==> src/rtl/fp16_sqrt_config.svh <==
`ifndef FP16_SQRT_CONFIG_SVH
`define FP16_SQRT_CONFIG_SVH

// FP16 format constants.
`define FP16_EXP_BIAS   7'sd15
`define FP16_EXP_MAX    5'h1f
`define FP16_QUIET_BIT  10'h200
`define FP16_QNAN       16'hfe00
`define FP16_PINF       16'h7c00

// Square root datapath.
`define SQRT_ITERATIONS 11
`define SQRT_ITER_W     4
`define SQRT_EXP_W      7
`define SQRT_MANT_W     11
`define SQRT_ROOT_W     12
`define SQRT_REM_W      23
`define SQRT_RAD_W      34

`endif

==> src/rtl/fp16_sqrt_pkg.sv <==
package fp16_sqrt_pkg;

    // IEEE 754 binary16 field layout.
    typedef struct packed {
        logic       sign;
        logic [4:0] exp;
        logic [9:0] frac;
    } fp16_fields_t;

    // One FP16 word, seen as raw bits or as fields.
    typedef union packed {
        logic [15:0]  raw;
        fp16_fields_t fields;
    } fp16_t;

endpackage

==> src/rtl/fp16_packer.sv <==
`include "fp16_sqrt_config.svh"

module fp16_packer (
    input  logic                          clk,
    input  logic                          rst_n,
    input  logic                          special_done,
    input  logic                          root_done,
    input  fp16_sqrt_pkg::fp16_t          special_result,
    input  logic [`SQRT_ROOT_W-1:0]       root,
    input  logic signed [`SQRT_EXP_W-1:0] exp_q,
    output logic [15:0]                   result,
    output logic                          result_valid
);
    fp16_sqrt_pkg::fp16_t          result_q;
    logic signed [`SQRT_EXP_W-1:0] exp_biased;

    assign exp_biased = exp_q + `FP16_EXP_BIAS;

    always_ff @(posedge clk or negedge rst_n) begin
        if (!rst_n) begin
            result_q     <= '0;
            result_valid <= 1'b0;
        end else begin
            result_valid <= special_done | root_done;
            if (special_done) begin
                result_q <= special_result;
            end else if (root_done) begin
                result_q.fields.sign <= 1'b0;
                result_q.fields.exp  <= exp_biased[4:0];
                result_q.fields.frac <= root[9:0]; // Truncated, hidden bit dropped.
            end
        end
    end

    assign result = result_q.raw;

    exp_in_normal_range: assert property (@(posedge clk) disable iff (!rst_n)
        root_done |-> (exp_biased >= 7'sd1 && exp_biased <= 7'sd30))
        else $error("biased root exponent out of normal range");

    root_normalized: assert property (@(posedge clk) disable iff (!rst_n)
        root_done |-> root[10])
        else $error("root is not normalized");

endmodule

==> src/rtl/fp16_special_handler.sv <==
`include "fp16_sqrt_config.svh"

module fp16_special_handler (
    input  fp16_sqrt_pkg::fp16_t operand,
    output logic                 is_special,
    output fp16_sqrt_pkg::fp16_t special_result
);
    logic exp_zero;
    logic exp_max;
    logic frac_zero;
    logic is_zero;
    logic is_nan;
    logic is_inf;
    logic is_neg;

    assign exp_zero  = (operand.fields.exp == 5'd0);
    assign exp_max   = (operand.fields.exp == `FP16_EXP_MAX);
    assign frac_zero = (operand.fields.frac == 10'd0);

    assign is_zero = exp_zero & frac_zero;
    assign is_nan  = exp_max & ~frac_zero;
    assign is_inf  = exp_max & frac_zero;
    assign is_neg  = operand.fields.sign & ~is_zero & ~is_nan; // Includes -inf.

    assign is_special = is_zero | is_nan | is_inf | is_neg;

    always_comb begin
        special_result = operand; // Signed zero passes through.
        if (is_nan) begin
            special_result.fields.frac = operand.fields.frac | `FP16_QUIET_BIT;
        end else if (is_neg) begin
            special_result.raw = `FP16_QNAN;
        end else if (is_inf) begin
            special_result.raw = `FP16_PINF;
        end
    end

endmodule

==> src/rtl/fp16_sqrt.sv <==
`include "fp16_sqrt_config.svh"

module fp16_sqrt (
    input  logic                 clk,
    input  logic                 rst_n,
    input  logic                 enable,
    input  fp16_sqrt_pkg::fp16_t operand,
    output logic [15:0]          result,
    output logic                 result_valid
);
    logic                          is_special;
    fp16_sqrt_pkg::fp16_t          special_result;
    logic [`SQRT_ROOT_W-1:0]       mant_prepared;
    logic signed [`SQRT_EXP_W-1:0] exp_halved;
    logic                          special_done;
    logic                          root_done;
    logic [`SQRT_ROOT_W-1:0]       root;
    logic signed [`SQRT_EXP_W-1:0] exp_q;

    fp16_special_handler fp16_special_handler_inst (
        .operand        (operand),
        .is_special     (is_special),
        .special_result (special_result)
    );

    fp16_sqrt_prepare fp16_sqrt_prepare_inst (
        .operand       (operand),
        .mant_prepared (mant_prepared),
        .exp_halved    (exp_halved)
    );

    sqrt_controller sqrt_controller_inst (
        .clk           (clk),
        .rst_n         (rst_n),
        .enable        (enable),
        .is_special    (is_special),
        .mant_prepared (mant_prepared),
        .exp_halved    (exp_halved),
        .special_done  (special_done),
        .root_done     (root_done),
        .root          (root),
        .exp_q         (exp_q)
    );

    fp16_packer fp16_packer_inst (
        .clk            (clk),
        .rst_n          (rst_n),
        .special_done   (special_done),
        .root_done      (root_done),
        .special_result (special_result),
        .root           (root),
        .exp_q          (exp_q),
        .result         (result),
        .result_valid   (result_valid)
    );

endmodule

==> src/rtl/fp16_sqrt_prepare.sv <==
`include "fp16_sqrt_config.svh"

module fp16_sqrt_prepare (
    input  fp16_sqrt_pkg::fp16_t           operand,
    output logic [`SQRT_ROOT_W-1:0]        mant_prepared,
    output logic signed [`SQRT_EXP_W-1:0]  exp_halved
);
    logic [3:0]                    clz;
    logic                          is_subnormal;
    logic [`SQRT_MANT_W-1:0]       mant_norm;
    logic [`SQRT_MANT_W-1:0]       mant_sub;
    logic signed [`SQRT_EXP_W-1:0] exp_unbiased;
    logic signed [`SQRT_EXP_W-1:0] exp_norm;
    logic signed [`SQRT_EXP_W-1:0] exp_sub;
    logic signed [`SQRT_EXP_W-1:0] exp_adjusted;
    logic                          exp_odd;

    // Leading zeros of the fraction, 10 when it is all zero.
    always_comb begin
        clz = 4'd10;
        for (int i = 0; i < 10; i++) begin
            if (operand.fields.frac[i]) begin
                clz = 4'(9 - i);
            end
        end
    end

    assign is_subnormal = (operand.fields.exp == 5'd0);

    // Normal path.
    assign exp_norm = $signed({2'b00, operand.fields.exp}) - `FP16_EXP_BIAS;

    // Subnormal path shifts the leading one into the hidden position.
    assign mant_sub = {1'b0, operand.fields.frac} << (clz + 4'd1);
    assign exp_sub  = -`FP16_EXP_BIAS - $signed({3'b000, clz});

    always_comb begin
        if (is_subnormal) begin
            mant_norm    = mant_sub;
            exp_unbiased = exp_sub;
        end else begin
            mant_norm    = {1'b1, operand.fields.frac};
            exp_unbiased = exp_norm;
        end
    end

    // Make the exponent even before halving.
    assign exp_odd = exp_unbiased[0];

    always_comb begin
        if (exp_odd) begin
            mant_prepared = {mant_norm, 1'b0};
            exp_adjusted  = exp_unbiased - 7'sd1;
        end else begin
            mant_prepared = {1'b0, mant_norm};
            exp_adjusted  = exp_unbiased;
        end
    end

    assign exp_halved = exp_adjusted >>> 1; // Exact, value is even.

endmodule

==> src/rtl/sqrt_controller.sv <==
`include "fp16_sqrt_config.svh"

module sqrt_controller (
    input  logic                          clk,
    input  logic                          rst_n,
    input  logic                          enable,
    input  logic                          is_special,
    input  logic [`SQRT_ROOT_W-1:0]       mant_prepared,
    input  logic signed [`SQRT_EXP_W-1:0] exp_halved,
    output logic                          special_done,
    output logic                          root_done,
    output logic [`SQRT_ROOT_W-1:0]       root,
    output logic signed [`SQRT_EXP_W-1:0] exp_q
);
    localparam logic [`SQRT_ITER_W-1:0] ITER_LOAD = `SQRT_ITERATIONS;
    localparam logic [`SQRT_ITER_W-1:0] ITER_LAST = 1;

    logic                    prev_enable;
    logic                    start;
    logic                    start_root;
    logic                    active;
    logic [`SQRT_ITER_W-1:0] iter_cnt;
    logic [`SQRT_ROOT_W-1:0] root_q;
    logic [`SQRT_REM_W-1:0]  rem_q;
    logic [`SQRT_RAD_W-1:0]  rad_q;
    logic [`SQRT_ROOT_W-1:0] root_step;
    logic [`SQRT_REM_W-1:0]  rem_step;
    logic [`SQRT_RAD_W-1:0]  rad_step;

    assign start      = enable & ~prev_enable;
    assign start_root = start & ~is_special;

    sqrt_iteration_core sqrt_iteration_core_inst (
        .root           (root_q),
        .remainder      (rem_q),
        .radicand       (rad_q),
        .root_next      (root_step),
        .remainder_next (rem_step),
        .radicand_next  (rad_step)
    );

    always_ff @(posedge clk or negedge rst_n) begin
        if (!rst_n) begin
            prev_enable  <= 1'b0;
            active       <= 1'b0;
            iter_cnt     <= '0;
            special_done <= 1'b0;
            root_done    <= 1'b0;
        end else if (!enable) begin
            prev_enable  <= 1'b0; // Abort.
            active       <= 1'b0;
            iter_cnt     <= '0;
            special_done <= 1'b0;
            root_done    <= 1'b0;
        end else begin
            prev_enable  <= 1'b1;
            special_done <= start & is_special;
            root_done    <= active && (iter_cnt == ITER_LAST);
            if (start_root) begin
                active   <= 1'b1;
                iter_cnt <= ITER_LOAD;
            end else if (active) begin
                iter_cnt <= iter_cnt - 1'b1;
                if (iter_cnt == ITER_LAST) begin
                    active <= 1'b0;
                end
            end
        end
    end

    // Datapath registers.
    always_ff @(posedge clk) begin
        if (start_root) begin
            root_q <= '0;
            rem_q  <= '0;
            rad_q  <= {mant_prepared, {(`SQRT_RAD_W - `SQRT_ROOT_W){1'b0}}};
            exp_q  <= exp_halved;
        end else if (active) begin
            root_q <= root_step;
            rem_q  <= rem_step;
            rad_q  <= rad_step;
        end
    end

    assign root = root_q;

    cnt_in_range: assert property (@(posedge clk) disable iff (!rst_n)
        iter_cnt <= ITER_LOAD)
        else $error("iteration counter out of range");

    active_has_count: assert property (@(posedge clk) disable iff (!rst_n)
        active |-> (iter_cnt != '0))
        else $error("active with zero iteration count");

    done_exclusive: assert property (@(posedge clk) disable iff (!rst_n)
        !(special_done && root_done))
        else $error("special and root done together");

endmodule

==> src/rtl/sqrt_iteration_core.sv <==
`include "fp16_sqrt_config.svh"

module sqrt_iteration_core (
    input  logic [`SQRT_ROOT_W-1:0] root,
    input  logic [`SQRT_REM_W-1:0]  remainder,
    input  logic [`SQRT_RAD_W-1:0]  radicand,
    output logic [`SQRT_ROOT_W-1:0] root_next,
    output logic [`SQRT_REM_W-1:0]  remainder_next,
    output logic [`SQRT_RAD_W-1:0]  radicand_next
);
    logic [`SQRT_REM_W-1:0] trial;
    logic [`SQRT_REM_W-1:0] rem_shifted;
    logic                   can_subtract;

    // Trial value is 4*root + 1.
    assign trial = {{(`SQRT_REM_W - `SQRT_ROOT_W - 1){1'b0}},
                    root[`SQRT_ROOT_W-2:0], 2'b01};

    // Bring down the next radicand digit pair.
    assign rem_shifted = {remainder[`SQRT_REM_W-3:0],
                          radicand[`SQRT_RAD_W-1:`SQRT_RAD_W-2]};

    assign can_subtract = (rem_shifted >= trial);

    assign root_next      = {root[`SQRT_ROOT_W-2:0], can_subtract};
    assign remainder_next = can_subtract ? rem_shifted - trial : rem_shifted;
    assign radicand_next  = {radicand[`SQRT_RAD_W-3:0], 2'b00};

endmodule

==> config.mk <==
export PLATFORM = sky130hd
export DESIGN_NAME = fp16_sqrt
export DESIGN_NICKNAME = d
export VERILOG_FILES = /design/src/rtl/fp16_sqrt_pkg.sv /design/src/rtl/fp16_packer.sv /design/src/rtl/fp16_special_handler.sv /design/src/rtl/fp16_sqrt.sv /design/src/rtl/fp16_sqrt_prepare.sv /design/src/rtl/sqrt_controller.sv /design/src/rtl/sqrt_iteration_core.sv
export VERILOG_INCLUDE_DIRS = /design/src /design/src/rtl
export SDC_FILE = /design/constraint.sdc
export NUM_CORES = 1
export LEC_CHECK = 0
export BUFFER_PORTS_ARGS = -buffer_cell sky130_fd_sc_hd__buf_2
export CORE_MARGIN = 8
export CORE_UTILIZATION = 61
export DETAILED_ROUTE_END_ITERATION = 7
export PLACE_DENSITY = 0.81
export SLEW_MARGIN = 15
export SYNTH_ARGS = -nofsm -noshare
export SYNTH_HDL_FRONTEND = slang
export SYNTH_SLANG_ARGS = --single-unit
==> constraint.sdc <==
create_clock -name clk -period 2.9 [get_ports clk]
set_input_delay 0.145 -clock clk [delete_from_list [all_inputs] [get_ports clk]]
set_output_delay 0.145 -clock clk [all_outputs]
set_load 0.05 [all_outputs]
==> flow_metrics.tcl <==
set metrics [dict create \
    routabilityCongestion 1.01 \
    start_util_pct 62.0 \
    min_period_ns 2.77 \
    finalPower_w 0.00403 \
    synth_fp_nets 620 \
    synth_top_flop_cell "dfxtp_1" \
    finClkSkew_ns 0.0105 \
    crit_top_cell "inv_1" \
    wire_per_inst_um 16.9 \
    synth_edf_count 17 \
    final_util_pct 69.3 \
    r2r-end "sqrt_controller_inst.rem_q[10]" \
    critPathRequiredTime_ns 3.14 \
    clk-insertion-delay-late_ns 0.35 \
    place_hpwl_um 9190 \
    synth.most_common_cell "nor2_1" \
    drv_slew 0 \
    reg2reg_depth 11 \
    slowest_stage "dfxtp_1" \
    max_clock_freq_ghz 0.361 \
    clockBufferDepth 2 \
    portBuffers 35 \
    grt_max_degree 54 \
    fin_hold_ws_ns 0.0821 \
    synthMuxAreaShare_pct 8.03 \
    yosys.area_share.simple_pct 17.1 \
    setup_tns_ns 0 \
    die_area_sq_mm 0.0114 \
    p_leak_nw 2.34 \
    drc_errors 0 \
    setup.worst_path.start "sqrt_controller_inst.root[4]" \
    synth_compound_area_share_pct 22.9 \
    timing.reg2reg.setup_slack_ns 0.13 \
    antenna_found_initial 0 \
    gr-total-overflow 0 \
    status "finished, final reports clean" \
    yosys-top-cells-count "56 x nor2_1, 49 x nand2_1, 43 x a21oi_1" \
    ys_warn_count 0 \
    maxCapViolations 0 \
    grt_pass1_wl_um 20900 \
    max_slew.worst_pin.slew_ns 0.837 \
    hp-start "operand[14]" \
    die_w_um 107 \
    synth_fa_ha_area_share_pct 5.49 \
    max_slew_margin_pct 44.2 \
    num_vias 4521 \
    final_hold_viol_count 0 \
    cts-root-buf "clkbuf_8" \
    grt_pass1_vias 4382 \
    wl_um 12300 \
    synth_cell_types 80 \
    yosysTopAreaCellShare_pct 12.8 \
    synth_xor_area_share_pct 5.06 \
    p_per_area_mw_per_mm2 718 \
    h-tree-depth 3 \
    setup_violations 0 \
    worstHoldPathType "in2reg" \
    placedCellCount 710 \
    syn_avg_cell_area_sq_um 8.67 \
    vdd_drop_max_mv 0.287 \
    cp_max_fo 16 \
    crit_path_cell_trace "inv_1 -> ha_1 -> a21o_1 -> a211oi_2 -> o21ai_0 -> o22ai_2 -> nand2_1 -> buf_4 -> inv_1 -> a31oi_1 -> o32ai_1" \
    synth_top_family_by_area "compound AO/OA/AOI/OAI gates" \
    drive_above_1_share_pct 17.3 \
    path_class "reg2reg" \
    fin_cells 729 \
    ys_ff_latch 74 \
    core_sq_mm 0.00809 \
    rr_startpoint "sqrt_controller_inst.root[4]" \
    ant_nets 0 \
    crit_end "sqrt_controller_inst.rem_q[10]" \
    synthToLayoutAreaGrowth_pct 11.8 \
    ys_async_sr_fraction_pct 33.8 \
    path_clk_slew_ns 0.08 \
    synthCells 579 \
    cp.arrival_ns 3.01 \
    grt_setup_unrepaired "no" \
    floorplan.rows 33 \
    synth_seq_area_share_pct 35.4 \
    endpoint_kind "flop" \
    nets 660 \
    multiInputGateArea_sq_mm 0.00295 \
    grt_usage_pct 22.3 \
    cts_sinks 74 \
    die_y_um 107 \
    yosys.area.top_type "dfxtp_1" \
    post-route-period-util_pct 95.4 \
    num_antenna_cells 0 \
    vias_per_cell 6.20 \
    firstDrtPassIters 5 \
    netlist_area_sq_mm 0.00502 \
    cts_buffers 9 \
    cts_tree "built" \
    worstHoldPathCells 2 \
    fillerInstances 669 \
    drt_iter0_drc 229 \
    cp-start-kind "flop" \
    pin_count 36 \
    regArea_sq_mm 0.00178 \
    critPathMaxStageDelay_ns 0.39 \
    synth.area.top_cells "dfxtp_1 13%, dfrtp_1 12%, edfxtp_1 10%" \
]
## state kept, by name, indices dropped and copies added, names as in the netlist
name / count
sqrt_controller_inst.active: 1
fp16_packer_inst.result: 16
sqrt_controller_inst.rem_q: 21
sqrt_controller_inst.iter_cnt: 4
sqrt_controller_inst.exp_q: 5
sqrt_controller_inst.root: 11
sqrt_controller_inst.rad_q: 12
sqrt_controller_inst.root_done: 1
sqrt_controller_inst.prev_enable: 1
fp16_packer_inst.result_valid: 1
sqrt_controller_inst.special_done: 1
## cells by family after synthesis
| kind of cell | Yosys count |
|---|---|
| xor+xnor | 29 |
| buf+inv | 71 |
| compound gates | 171 |
| flops | 74 |
| simple gates | 175 |
| fa+ha+maj | 22 |
| mux | 37 |
## power by group
part / switching, W / internal (W) / total, W
logic: 0.00106 / 0.000753 / 0.00181
clock network: 0.000394 / 0.000419 / 0.000813
registers: 0.000160 / 0.00124 / 0.00140
## worst min-delay path by stage
stage,to,slack (ns)
after floorplan,fp16_packer_inst.result[0],-0.15
after global placement,fp16_packer_inst.result[14],0.15
after detailed placement,fp16_packer_inst.result[15],0.17
after CTS,fp16_packer_inst.result[15],0.07
after global routing,fp16_packer_inst.result[14],0.09
final,fp16_packer_inst.result[14],0.08
## per-stage QoR
stage,cell area (sq um),setup slack [ns]
global placement,5370,0.177
detailed placement,5370,0.0936
global route,5610,0.0251
floorplan,5020,0.0350
finish,5610,0.132
CTS,5590,0.0720
## routing by layer
| layer | global-route usage, % | part of all wire [%] | wire length, um | vias up |
|---|---|---|---|---|
| met3 | 3.84 | 4.3 | 529 | 31 |
| met5 | 0 | 0 | 0 | - |
| li1 | - | - | - | 2179 |
| met2 | 37.8 | 50 | 6120 | 117 |
| met1 | 27.5 | 44 | 5380 | 2194 |
| met4 | 8.64 | 2.5 | 314 | 0 |
## worst max-delay path, delay by kind of cell, from the launching register on
family,cells,cell delay [ns]
compound gates,6,1.29
buf+inv,3,0.47
flops,1,0.39
fa+ha+maj,1,0.37
simple gates,1,0.14
## cell usage in the layout, fill, tap and decap left out, types with 13 or more instances in the layout
cell      Yosys  routed
nor2_1       56      56
nand2_1      49      49
a21oi_1      43      43
o21ai_0      40      40
buf_2         9      35
inv_1        34      34
dfxtp_1      32      32
mux2i_1      31      31
buf_4         4      26
dfrtp_1      25      24
ha_1         22      22
nor3_1       17      17
edfxtp_1     17      17
xnor2_1      16      16
xor2_1       13      13
## area by class of cell
class	count	share of cell area (%)
multi-input combinational	434	52.6
sequential	74	31.7
timing repair buffer	64	7.31
clock buffer	12	3.17
inverter	36	2.41
tap	105	2.34
clock inverter	4	0.513
## repair_timing
action	4_1_cts	5_1_grt
hold buffers	2	0
hold endpoints to repair	26	0
gates resized for setup	0	2
setup endpoints to repair	0	6
buffers inserted	0	1
Power figures use the tool's default switching activity.
